## src/hdl/par_pkg.sv

```systemverilog
`default_nettype none

package par_pkg;

	// Worker cores sharing one loop
	localparam int N_CORE = 4;

	// Loop index and stride, both signed
	localparam int IDX_WIDTH = 32;

	// Iteration count from the host
	localparam int CNT_WIDTH = 12;

	// Partial and total sums wrap modulo 2^32
	localparam int SUM_WIDTH = 32;

	// Loop controller states
	typedef enum logic [1:0] {
		IDLE,
		RUN,
		FINISH,
		RELEASE
	} fork_state_t;

endpackage

`default_nettype wire

```

## src/hdl/worker_pkg.sv

```systemverilog
`default_nettype none

package worker_pkg;

	// Operand bits walked by the shift-add squarer
	localparam int MUL_WIDTH = 32;

	// Worker states
	typedef enum logic [1:0] {
		IDLE,
		ASK,
		MULT
	} work_state_t;

endpackage

`default_nettype wire

```

## src/hdl/fork_ctrl.sv

```systemverilog
`timescale 1ns/1ps
`default_nettype none

module fork_ctrl (
	input wire clk,
	input wire rst_n,
	input wire req,
	output logic ack,
	output logic [par_pkg::SUM_WIDTH-1:0] result,
	output logic issue_fork,
	output logic run,
	input wire drained,
	input wire [par_pkg::N_CORE-1:0] ending,
	input wire [par_pkg::N_CORE-1:0][par_pkg::SUM_WIDTH-1:0] part_sum
);

	par_pkg::fork_state_t state;
	logic [par_pkg::SUM_WIDTH-1:0] total;
	logic loop_done;

	// Reduction of the partial sums
	always_comb begin
		logic [par_pkg::SUM_WIDTH-1:0] acc;
		acc = '0;
		for (int i = 0; i < par_pkg::N_CORE; i++) begin
			acc = acc + part_sum[i];
		end
		total = acc;
	end

	// The fork cycle still sees the allocator state of the previous loop,
	// so end detection waits until the new values are loaded
	assign loop_done = (state == par_pkg::RUN) && !issue_fork && drained && (&ending);

	// Workers stop asking once every iteration is handed out
	assign run = (state == par_pkg::RUN) && !drained;

	always_ff @(posedge clk or negedge rst_n) begin
		if (!rst_n) begin
			state <= par_pkg::IDLE;
			ack <= 1'b0;
			issue_fork <= 1'b0;
			result <= '0;
		end else begin
			issue_fork <= 1'b0;
			case (state)
				par_pkg::IDLE, par_pkg::RELEASE: begin
					// Host command sampled here
					if (req) begin
						state <= par_pkg::RUN;
						issue_fork <= 1'b1;
					end else begin
						state <= par_pkg::IDLE;
					end
				end
				par_pkg::RUN: begin
					if (loop_done) begin
						state <= par_pkg::FINISH;
						ack <= 1'b1;
						result <= total;
					end
				end
				par_pkg::FINISH: begin
					// Hold result until the host lets go of req
					if (!req) begin
						state <= par_pkg::RELEASE;
						ack <= 1'b0;
					end
				end
				default: begin
					state <= par_pkg::IDLE;
					ack <= 1'b0;
				end
			endcase
		end
	end

	// ack only comes up when a running loop finishes
	ack_on_finish: assert property (
		@(posedge clk) disable iff (!rst_n)
		$rose(ack) |-> (state == par_pkg::FINISH) && ($past(state) == par_pkg::RUN)
	);

	// Single-cycle fork pulse
	fork_pulse: assert property (
		@(posedge clk) disable iff (!rst_n)
		issue_fork |=> !issue_fork
	);

endmodule

`default_nettype wire

```

## src/hdl/index_alloc.sv

```systemverilog
`timescale 1ns/1ps
`default_nettype none

module index_alloc (
	input wire clk,
	input wire rst_n,
	input wire issue_fork,
	input wire signed [par_pkg::IDX_WIDTH-1:0] start,
	input wire signed [par_pkg::IDX_WIDTH-1:0] stride,
	input wire [par_pkg::CNT_WIDTH-1:0] count,
	input wire [par_pkg::N_CORE-1:0] idx_req,
	output logic [par_pkg::N_CORE-1:0] idx_gnt,
	output logic [par_pkg::N_CORE-1:0][par_pkg::IDX_WIDTH-1:0] idx_val,
	output logic drained
);

	logic signed [par_pkg::IDX_WIDTH-1:0] ctr;
	logic signed [par_pkg::IDX_WIDTH-1:0] strd;
	logic [par_pkg::CNT_WIDTH-1:0] remaining;
	logic [par_pkg::CNT_WIDTH-1:0] n_gnt;
	logic signed [par_pkg::IDX_WIDTH-1:0] step;

	// Prefix ranking in core order
	// The k-th granted core gets ctr + k*stride
	always_comb begin
		logic [par_pkg::CNT_WIDTH-1:0] rank;
		logic signed [par_pkg::IDX_WIDTH-1:0] off;
		rank = '0;
		off = '0;
		for (int i = 0; i < par_pkg::N_CORE; i++) begin
			idx_gnt[i] = idx_req[i] && (rank < remaining);
			idx_val[i] = ctr + off;
			if (idx_gnt[i]) begin
				rank = rank + 1'b1;
				off = off + strd;
			end
		end
		n_gnt = rank;
		step = off;
	end

	assign drained = (remaining == '0);

	always_ff @(posedge clk or negedge rst_n) begin
		if (!rst_n) begin
			remaining <= '0;
		end else if (issue_fork) begin
			remaining <= count;
		end else begin
			remaining <= remaining - n_gnt;
		end
	end

	// Loop counter and stride, loaded by each fork
	always_ff @(posedge clk) begin
		if (issue_fork) begin
			ctr <= start;
			strd <= stride;
		end else begin
			ctr <= ctr + step;
		end
	end

	// Never hand out more iterations than are left, so the count never wraps
	gnt_cap: assert property (
		@(posedge clk) disable iff (!rst_n)
		!issue_fork |=> remaining <= $past(remaining)
	);

endmodule

`default_nettype wire

```

## src/hdl/worker_core.sv

```systemverilog
`timescale 1ns/1ps
`default_nettype none

module worker_core (
	input wire clk,
	input wire rst_n,
	input wire issue_fork,
	input wire run,
	output logic idx_req,
	input wire idx_gnt,
	input wire signed [par_pkg::IDX_WIDTH-1:0] idx_val,
	output logic ending,
	output logic [par_pkg::SUM_WIDTH-1:0] part_sum
);

	worker_pkg::work_state_t state;

	// Shift-add datapath
	logic [worker_pkg::MUL_WIDTH-1:0] mag;
	logic [worker_pkg::MUL_WIDTH-1:0] mcand;
	logic [worker_pkg::MUL_WIDTH-1:0] mplier;
	logic [par_pkg::SUM_WIDTH-1:0] prod;
	logic [par_pkg::SUM_WIDTH-1:0] prod_next;
	logic mult_last;

	// Square of a negative index equals square of its magnitude
	assign mag = idx_val[par_pkg::IDX_WIDTH-1] ? -idx_val : idx_val;

	assign prod_next = prod + (mplier[0] ? mcand : '0);

	// Stop once no higher multiplier bit is set
	assign mult_last = (mplier[worker_pkg::MUL_WIDTH-1:1] == '0);

	assign idx_req = (state == worker_pkg::ASK);
	assign ending = (state == worker_pkg::IDLE);

	always_ff @(posedge clk or negedge rst_n) begin
		if (!rst_n) begin
			state <= worker_pkg::IDLE;
		end else begin
			case (state)
				worker_pkg::IDLE: begin
					if (issue_fork) begin
						state <= worker_pkg::ASK;
					end
				end
				worker_pkg::ASK: begin
					if (idx_gnt) begin
						state <= worker_pkg::MULT;
					end else if (!run) begin
						// Nothing left to hand out
						state <= worker_pkg::IDLE;
					end
				end
				worker_pkg::MULT: begin
					if (mult_last) begin
						state <= run ? worker_pkg::ASK : worker_pkg::IDLE;
					end
				end
				default: begin
					state <= worker_pkg::IDLE;
				end
			endcase
		end
	end

	// Running sum, cleared by each fork
	always_ff @(posedge clk or negedge rst_n) begin
		if (!rst_n) begin
			part_sum <= '0;
		end else if (issue_fork) begin
			part_sum <= '0;
		end else if (state == worker_pkg::MULT && mult_last) begin
			part_sum <= part_sum + prod_next;
		end
	end

	always_ff @(posedge clk) begin
		if (state == worker_pkg::ASK && idx_gnt) begin
			mcand <= mag;
			mplier <= mag;
			prod <= '0;
		end else if (state == worker_pkg::MULT) begin
			prod <= prod_next;
			mcand <= mcand << 1;
			mplier <= mplier >> 1;
		end
	end

	// The allocator grants only cores that are asking
	gnt_needs_req: assert property (
		@(posedge clk) disable iff (!rst_n)
		idx_gnt |-> idx_req
	);

endmodule

`default_nettype wire

```

## src/hdl/par_loop_top.sv

```systemverilog
`timescale 1ns/1ps
`default_nettype none

module par_loop_top (
	input wire clk,
	input wire rst_n,
	input wire req,
	input wire signed [par_pkg::IDX_WIDTH-1:0] start,
	input wire signed [par_pkg::IDX_WIDTH-1:0] stride,
	input wire [par_pkg::CNT_WIDTH-1:0] count,
	output logic ack,
	output logic [par_pkg::SUM_WIDTH-1:0] result
);

	// Fork control
	logic issue_fork;
	logic run;
	logic drained;

	// Per-core status back to the controller
	logic [par_pkg::N_CORE-1:0] ending;
	logic [par_pkg::N_CORE-1:0][par_pkg::SUM_WIDTH-1:0] part_sum;

	// Iteration requests and grants
	logic [par_pkg::N_CORE-1:0] idx_req;
	logic [par_pkg::N_CORE-1:0] idx_gnt;
	logic [par_pkg::N_CORE-1:0][par_pkg::IDX_WIDTH-1:0] idx_val;

	fork_ctrl fork_ctrl_i (
		.clk(clk),
		.rst_n(rst_n),
		.req(req),
		.ack(ack),
		.result(result),
		.issue_fork(issue_fork),
		.run(run),
		.drained(drained),
		.ending(ending),
		.part_sum(part_sum)
	);

	// Host command values stay stable while req is high
	index_alloc index_alloc_i (
		.clk(clk),
		.rst_n(rst_n),
		.issue_fork(issue_fork),
		.start(start),
		.stride(stride),
		.count(count),
		.idx_req(idx_req),
		.idx_gnt(idx_gnt),
		.idx_val(idx_val),
		.drained(drained)
	);

	for (genvar i = 0; i < par_pkg::N_CORE; i++) begin : g_worker
		worker_core worker_i (
			.clk(clk),
			.rst_n(rst_n),
			.issue_fork(issue_fork),
			.run(run),
			.idx_req(idx_req[i]),
			.idx_gnt(idx_gnt[i]),
			.idx_val(idx_val[i]),
			.ending(ending[i]),
			.part_sum(part_sum[i])
		);
	end

endmodule

`default_nettype wire

```

## config.mk

```make
export PLATFORM = sky130hd
export DESIGN_NAME = par_loop_top
export DESIGN_NICKNAME = d
export VERILOG_FILES = /design/src/hdl/par_pkg.sv /design/src/hdl/worker_pkg.sv /design/src/hdl/fork_ctrl.sv /design/src/hdl/index_alloc.sv /design/src/hdl/worker_core.sv /design/src/hdl/par_loop_top.sv
export SDC_FILE = /design/constraint.sdc
export NUM_CORES = 2
export LEC_CHECK = 0
export BUFFER_PORTS_ARGS = -buffer_cell sky130_fd_sc_hd__buf_2
export CAP_MARGIN = 5
export CORE_MARGIN = 4
export CORE_UTILIZATION = 65
export CTS_CLUSTER_SIZE = 30
export DETAILED_ROUTE_END_ITERATION = 8
export PLACE_DENSITY = 0.82
export SLEW_MARGIN = 10
export SYNTH_ARGS = -nofsm -noshare
export SYNTH_HDL_FRONTEND = slang
export SYNTH_HIERARCHICAL = 1
export SYNTH_SLANG_ARGS = --single-unit
```

## constraint.sdc

```tcl
create_clock -name clk -period 19.5 [get_ports clk]
set_input_delay 0.975 -clock clk [delete_from_list [all_inputs] [get_ports clk]]
set_output_delay 0.975 -clock clk [all_outputs]
set_load 0.03 [all_outputs]
```

==> run summary <==
cell taking the most area after synthesis -> edfxtp_1
Max Fclk -> 105.7 MHz
Avg Synthesized Cell Area -> 8.670 µm²
Min Hold Slack -> 0.3123 ns
CP Data Required Time -> 19.99 ns
initial antenna violation count -> 1
Worst EP arrival -> 9.95 ns
final instance area -> 58220 µm²
core area -> 82370 µm²
Tmin final -> 9.462 ns
Pre-antenna DRT Iters -> 6
most common cell in the netlist -> nand2_1
register bit total from synthesis -> 632
Worst path depth -> 37
hold_buf cts -> 0
overall routing resource usage -> 35.56%
largest net degree at the start of global routing -> 100
EDFF count, synth -> 288
Synth top area share -> 15.96%
sequential-to-total area share from yosys stat -> 30.36%
Final Skew -> 0.07420 ns
antenna fix cells -> 0
WS Path Type -> register to register
crit path launch -> index_alloc_i/remaining[8]
die area -> 88060 µm²
Unique masters post-synth -> 102
final WL -> 163.6 mm
r2r endpoint -> index_alloc_i/ctr[31]
Final Max Tran Viols -> 0
Least-Margin Pin Slew -> 1.009 ns
syn_nets -> 6914
post-DP HPWL -> 128.1 mm
top cells by area, synth -> edfxtp_1 16%, ha_1 12%, dfrtp_1 8.5%, dfxtp_1 5.9%, a21oi_1 5.2%
cell area after placement -> 55650 µm²
initial core utilization -> 65.79%
WL/cell -> 22.11 µm
Final Util -> 70.68%
Setup crit end kind -> register
remaining routing DRC violations -> 0
grt total ovfl -> 0
synth warn -> 6
cell area power density -> 186.4 nW/µm²
gpl congestion -> 1.002
first-pass GRT wire length -> 251.7 mm
Iteration-0 DRC Markers -> 4696
leakage -> 0.02567 µW
Post-synth ARST share -> 29.11%
CP Buf/Inv Count -> 2
CTS max path bufs -> 3
H-tree levels -> 3
synthesized area -> 54200 µm²
Root Driver -> clkbuf_16
Top delay family on crit path -> compound AO/OA/AOI/OAI gates
Layout area overhead -> 7.422%
Resized cells post-CTS -> 0
slew margin rel. -> 32.73%
PortBufs -> 111
most used cell, CP -> a21oi_1
total CTS buffers -> 73
Clock Latency Late Sink -> 0.67 ns
fin nets -> 6931
CTS tree -> yes
Die H -> 296.8 µm
Tcrit/Tclk final -> 48.53%
CTS Sinks -> 632
Top-Level Pins -> 112
number of global-route vias before repair -> 44969
crit path max fanout -> 32
Commonest cells post-synth -> 700 x nand2_1, 558 x a21oi_1, 507 x ha_1
vias -> 48122
Worst R2R Path Depth -> 37
post-synthesis instance total -> 6251
share of layout cells above drive strength 1 -> 6.905%
Hold Path Class -> input port to asynchronous set/reset pin
VDD IR-drop max -> 161.4 µV
Max Cap Viol -> 0
setup violators final -> 0
Slowest-stage cell, CP -> o21ai_0
unrepaired setup endpoints after global routing -> no
ANT nets after route -> 0
setup_tns -> 0 ns
main flop type after synthesis -> edfxtp_1
worst r2r src -> index_alloc_i/remaining[8]
status -> complete, no violations
via-per-instance ratio -> 6.504
Site Rows -> 105
Clock transition at path regs -> 0.07 ns
Die X -> 296.8 µm
Max stage delay on crit path -> 0.56 ns
final hold violation count -> 0
critical path startpoint category -> register
postcts setup bufs -> 0
R2R Setup Slk -> 10.04 ns
cell type report:
class,count,area [µm²]
Timing Repair Buffer,160,932.1
Clock inverter,47,580.6
Inverter,323,1212
Sequential cell,632,16460
Fill cell,6483,24150
Tap cell,1070,1339
Clock buffer,89,1988
Multi-Input combinational cell,5078,35710
cell families (layout without fill, tap and decap cells):
| group | count (synthesis) | after routing | synth area share (%) |
|---|---|---|---|
| other cells | 1 | 1 | 0.006919 |
| simple gates | 1921 | 1921 | 17.71 |
| flops | 632 | 632 | 30.36 |
| mux | 41 | 41 | 0.8172 |
| fa+ha+maj | 584 | 584 | 14.55 |
| xor+xnor | 482 | 482 | 7.803 |
| buf+inv | 541 | 619 | 3.895 |
| compound gates | 2049 | 2049 | 24.85 |
report_power, final:
| group | internal, µW | total (µW) | leakage, µW | switching [µW] |
|---|---|---|---|---|
| clock | 827 | 1450 | 0.00124 | 623 |
| sequential | 1890 | 2320 | 0.00652 | 431 |
| combinational | 2770 | 7080 | 0.0179 | 4310 |
| total | 5490 | 10900 | 0.0257 | 5360 |
routing by layer:
| layer | track usage (%) | vias up | part of all wire (%) |
|---|---|---|---|
| met5 | 0 | - | 0 |
| met4 | 18.49 | 0 | 6.1 |
| met3 | 5.164 | 360 | 7.7 |
| met2 | 56.00 | 1937 | 44 |
| met1 | 47.86 | 23012 | 42 |
| li1 | - | 22813 | - |
per-stage QoR:
stage | cells | power (µW) | setup slack [ns]
final | 7399 | 10850 | 10.04
after global routing | 7399 | 11600 | 9.406
after CTS | 7399 | 10700 | 10.21
after detailed placement | 7263 | 9204 | 10.34
after global placement | 7263 | 9042 | 10.38
after floorplan | 6251 | 7470 | 11.66
worst reg2reg max path, delay by kind of cell, from the launching register on:
family / cells / cell delay, ns
and+or+nand+nor: 8 / 2.02
adders and majority gates: 4 / 1.42
xor gates and xnor gates: 2 / 0.30
muxes: 1 / 0.26
DFF: 1 / 0.40
buffers and inverters: 2 / 0.34
AOI/OAI and AO/OA: 20 / 4.57
placed cells by master, fill, tap and decap left out, types with 110 or more instances in the layout:
cell and count:
nor2_1 303, xnor2_1 247, nand3_1 149, o21ai_0 353, ha_1 507, a21oi_1 558, xor2_1 231, nand2_1 700
inv_1 318, a21o_1 231, dfxtp_1 160, and2_1 190, edfxtp_1 288, o21a_1 313, dfrtp_1 183, buf_2 110
worst max path at each step:
stage                                       end  slack, ns
final                     index_alloc_i/ctr[31]      10.04
after global routing      index_alloc_i/ctr[31]       9.41
after CTS                 index_alloc_i/ctr[31]      10.21
after detailed placement  index_alloc_i/ctr[31]      10.34
after global placement    index_alloc_i/ctr[31]      10.38
after floorplan           index_alloc_i/ctr[31]      11.66
flip-flops by register name, summed over array words and instances (netlist names):
signal and cells:
fork_ctrl_i/ack 1, g_worker.worker_i/prod 128, g_worker.worker_i/state 8, g_worker.worker_i/mplier 128, g_worker.worker_i/part_sum 128, index_alloc_i/strd 32
fork_ctrl_i/state 2, g_worker.worker_i/mcand 128, index_alloc_i/remaining 12, fork_ctrl_i/result 32, fork_ctrl_i/issue_fork 1, index_alloc_i/ctr 32
Power figures use the tool's default switching activity.
